## src/verilog/tulip_pkg.sv

```systemverilog
`default_nettype none

package tulip_pkg;

  localparam int C_ADC_DWIDTH = 24;

  // gain word, unsigned fixed point
  localparam int C_GAIN_WIDTH = 32;

  localparam int C_LUT_ADDR_WIDTH = 10;
  localparam int C_LUT_FRAC_WIDTH = C_ADC_DWIDTH - C_LUT_ADDR_WIDTH;

  typedef logic signed [C_ADC_DWIDTH-1:0] sample_t;

  typedef logic signed [C_ADC_DWIDTH-1:0] lut_entry_t;

  // table position of a sample, index on top
  typedef struct packed {
    logic [C_LUT_ADDR_WIDTH-1:0] index;
    logic [C_LUT_FRAC_WIDTH-1:0] frac;
  } lut_pos_t;

  typedef union packed {
    sample_t  sample;
    lut_pos_t lut_pos;
  } sample_word_u;

endpackage

`default_nettype wire
```

## src/verilog/gain_stage.sv

```systemverilog
`timescale 1ns/1ps
`default_nettype none

module gain_stage #(
  parameter int G_INTEGER_BITS = 16,
  parameter int G_DECIMAL_BITS = 16
) (
  input  logic                              clk,
  input  logic                              rst,

  input  logic [tulip_pkg::C_GAIN_WIDTH-1:0] gain,

  input  tulip_pkg::sample_t                din,
  input  logic                              din_valid,
  output logic                              din_ready,

  output tulip_pkg::sample_t                dout,
  output logic                              dout_valid,
  input  logic                              dout_ready
);

  import tulip_pkg::*;

  // signed sample times zero-extended gain
  localparam int PROD_W  = C_ADC_DWIDTH + C_GAIN_WIDTH + 1;
  // bits left once the fraction is dropped
  localparam int SHIFT_W = C_ADC_DWIDTH + G_INTEGER_BITS + 1;

  logic signed [C_GAIN_WIDTH:0]       gain_s;
  logic signed [PROD_W-1:0]           product;
  logic signed [SHIFT_W-1:0]          shifted;
  logic [SHIFT_W-C_ADC_DWIDTH:0]      upper;
  sample_t                            sat;

  if (G_INTEGER_BITS + G_DECIMAL_BITS != C_GAIN_WIDTH) begin : g_bad_split
    $error("gain_stage: integer and decimal bits must add up to the gain width");
  end

  assign gain_s  = {1'b0, gain};
  assign product = din * gain_s;

  // dropping the low bits floors toward minus infinity
  assign shifted = product[G_DECIMAL_BITS +: SHIFT_W];
  assign upper   = shifted[SHIFT_W-1:C_ADC_DWIDTH-1];

  always_comb begin
    if (&upper || ~|upper) begin
      sat = shifted[C_ADC_DWIDTH-1:0];
    end else if (shifted[SHIFT_W-1]) begin
      sat = {1'b1, {(C_ADC_DWIDTH-1){1'b0}}};
    end else begin
      sat = {1'b0, {(C_ADC_DWIDTH-1){1'b1}}};
    end
  end

  // take a new sample when the register is empty or draining
  assign din_ready = ~dout_valid | dout_ready;

  always_ff @(posedge clk) begin
    if (rst) begin
      dout_valid <= 1'b0;
    end else if (din_ready) begin
      dout_valid <= din_valid;
    end
  end

  always_ff @(posedge clk) begin
    if (din_valid && din_ready) begin
      dout <= sat;
    end
  end

  a_dout_hold: assert property (@(posedge clk) disable iff (rst)
    dout_valid && !dout_ready |=> dout_valid && $stable(dout));

endmodule

`default_nettype wire

```

## config.mk

```make
export PLATFORM = sky130hd
export DESIGN_NAME = gain_stage
export DESIGN_NICKNAME = d
export VERILOG_FILES = /design/src/verilog/tulip_pkg.sv /design/src/verilog/gain_stage.sv
export SDC_FILE = /design/constraint.sdc
export NUM_CORES = 2
export LEC_CHECK = 0
export BUFFER_PORTS_ARGS = -buffer_cell sky130_fd_sc_hd__buf_4
export CORE_MARGIN = 8
export CORE_UTILIZATION = 56
export DETAILED_ROUTE_END_ITERATION = 6
export PLACE_DENSITY = 0.73
export SETUP_SLACK_MARGIN = 0.02
export SLEW_MARGIN = 0
export SYNTH_ARGS = -nofsm -noshare
export SYNTH_HDL_FRONTEND = slang
export SYNTH_SLANG_ARGS = --single-unit
```

## constraint.sdc

```tcl
create_clock -name clk -period 10.91 [get_ports clk]
set_input_delay 1.091 -clock clk [delete_from_list [all_inputs] [get_ports clk]]
set_output_delay 1.091 -clock clk [all_outputs]
set_load 0.1 [all_outputs]
```

==> flow_metrics.env <==
export IMPL_clockRootBuffer="clkbuf_16"
export IMPL_cts_tree="built"
export IMPL_finalNonFillerCells=3514
export IMPL_overflow=0
export IMPL_via_per_inst=5.61
export IMPL_rsz0062_at_grt="false"
export IMPL_path_class="input pin to flip-flop"
export IMPL_drt_iter0_drc=1149
export IMPL_syn_inst=2969
export IMPL_cts_num_sinks=25
export IMPL_setup_tns_ps=0
export IMPL_ys_ff_latch=25
export IMPL_slew_viol_final=0
export IMPL_io_pins=86
export IMPL_dp_cells=3510
export IMPL_ys_types=62
export IMPL_max_freq_mhz=112
export IMPL_grt_start_max_net_pins=35
export IMPL_nets=3839
export IMPL_crit_slowest_cell="fa_1"
export IMPL_yosysWarningCount=0
export IMPL_path_delay_family="adder cells"
export IMPL_gp_congestion=0.941
export IMPL_cap_viol_max_count=0
export IMPL_dieWidth_um=233
export IMPL_grt_pass1_wl_mm=114
export IMPL_final_cell_mix="inv_1 (725), fa_1 (657), nand2_1 (439)"
export IMPL_htree_levels=1
export IMPL_diodes=0
export IMPL_port_buffers=85
export IMPL_n_fill_cell=4127
export IMPL_die_h_um=233
export IMPL_num_rows=79
export IMPL_synth_area_leaders="fa_1 (50%), inv_1 (10%), ha_1 (10%)"
export IMPL_synth_nets=3900
export IMPL_end_kind="flip-flop"
export IMPL_wl_per_cell_um=19.7
export IMPL_hold_buffers=0
export IMPL_seq_area_um2=741
export IMPL_setup_viol=0
export IMPL_worst_clock_skew_ps=5.20
export IMPL_hold_violations=0
export IMPL_cts_buffers=3
export IMPL_crit_fanout=32
export IMPL_ant_nets=0
export IMPL_drc=0
export IMPL_core_area_um2=46600
export IMPL_cts_post_setup_buffers_inserted=0
export IMPL_synth_edff_count=24
export IMPL_crit_path_start_kind="input pin"
export IMPL_cp_num_buf_inv=5
export IMPL_die_area_um2=54400
export IMPL_layout_commonest_cell="inv_1"
export IMPL_cts_path_max_buffers=2
export IMPL_synth_top_cell_area_share_pct=49.8
export IMPL_synth_main_ff_cell="edfxtp_1"
export IMPL_synth_top_area_cell="fa_1"
export IMPL_antenna_found_initial=1
export IMPL_vias=19702
export IMPL_first_pass_iters=5
export IMPL_cp_data_arrival_time_ps=8890
export IMPL_drive_gt1_share_pct=4.37
export IMPL_path_clk_slew_ps=70
export IMPL_status="finished, final reports clean"
export IMPL_hold_path_class="flip-flop to flip-flop"
export IMPL_holdWs_ps=508
export IMPL_critical_path_max_stage_delay_ps=650
export IMPL_crit_top_cell="fa_1"
export IMPL_routed_wl_mm=69.2
export IMPL_maxSlewHeadroom_pct=29.6
export IMPL_multi_input_area_um2=22300
export IMPL_tightest_slew_ps=1060
export IMPL_syn2layout_area_growth_pct=3.25
export IMPL_synthArstFlopShare_pct=0
export IMPL_period_needed_ps=8900
export IMPL_fin_crit_sh_pct=81.5
export IMPL_required_ps=10900
export IMPL_syn_area_um2=26400
export IMPL_ys_seq_area_share_pct=2.80
export IMPL_clk_latency_ps=260
export IMPL_dp_hpwl_mm=55.3
export IMPL_syn_area_per_cell_um2=8.90
export IMPL_grt_pass1_vias=22306
export IMPL_grt_total_usage_pct=26.3
export IMPL_ctsResizeCount=0
export IMPL_start_util_pct=56.7
## cells in the mapped netlist (all sizes together) (5+ instances only)
cell type    n
a21o         9
a21oi       96
a31oi        8
and2       362
buf         13
clkbuf     140
edfxtp      24
fa         657
ha         214
inv        726
nand2      440
nand2b      18
nand3        7
nand4       25
nor2        37
nor2b       24
nor3        15
nor4         5
o21a         5
o21ai       45
o21bai       7
xnor2       26
xor2        16
## worst reg2reg max path, cell delays in order, from the launching register on
cell      delay [ps]
dfxtp_1          310
nand2b_1          90
and2_1           840
## cell type report
cell class / count / area share (%)
clock buffer: 3 / 0.275
clock inverter: 1 / 0.0275
inverter: 726 / 9.99
multi-input combinational: 2065 / 81.8
sequential: 25 / 2.72
tap: 607 / 2.79
timing repair buffer: 87 / 2.40
## stage by stage
step                      util, %  instance area (um^2)  worst slack [ps]
after global placement       58.4                 27200              1950
final                        58.6                 27300              2010
after CTS                    58.6                 27300              2070
after global routing         58.6                 27300              1630
after detailed placement     58.4                 27200              1810
after floorplan                 -                 26400              2790
## flip-flops by register name, summed over array words and instances (netlist names)
register / count
dout: 24
dout_valid: 1
## cells by family after synthesis
family | Yosys count | share of synthesized area, %
AO/OA/AOI/OAI | 203 | 5.01
XOR/XNOR | 42 | 1.42
adder cells (fa/ha/maj) | 871 | 59.9
buffers and inverters | 879 | 12.7
flip-flops | 25 | 2.80
multiplexers | 1 | 0.0379
AND/OR/NAND/NOR | 948 | 18.1
## per-layer routing
metal  global-route usage [%]  wire [um]
met5                        0         15
met4                     11.4       3650
met3                     2.09       3740
met2                     47.3      35600
met1                     32.3      26200
## worst paths after layout
kind	start	endpoint	slack [ps]	cells past startpoint
hold / removal	dout_valid	dout_valid	510	2
setup / recovery	din[18]	dout[0]	2010	25
hold reg to reg	dout_valid	dout_valid	510	2
setup reg to reg	dout_valid	dout[16]	9290	2
Power is not shown: default switching activity piles up to over one toggle a cycle in this logic, so the estimate is an artifact.
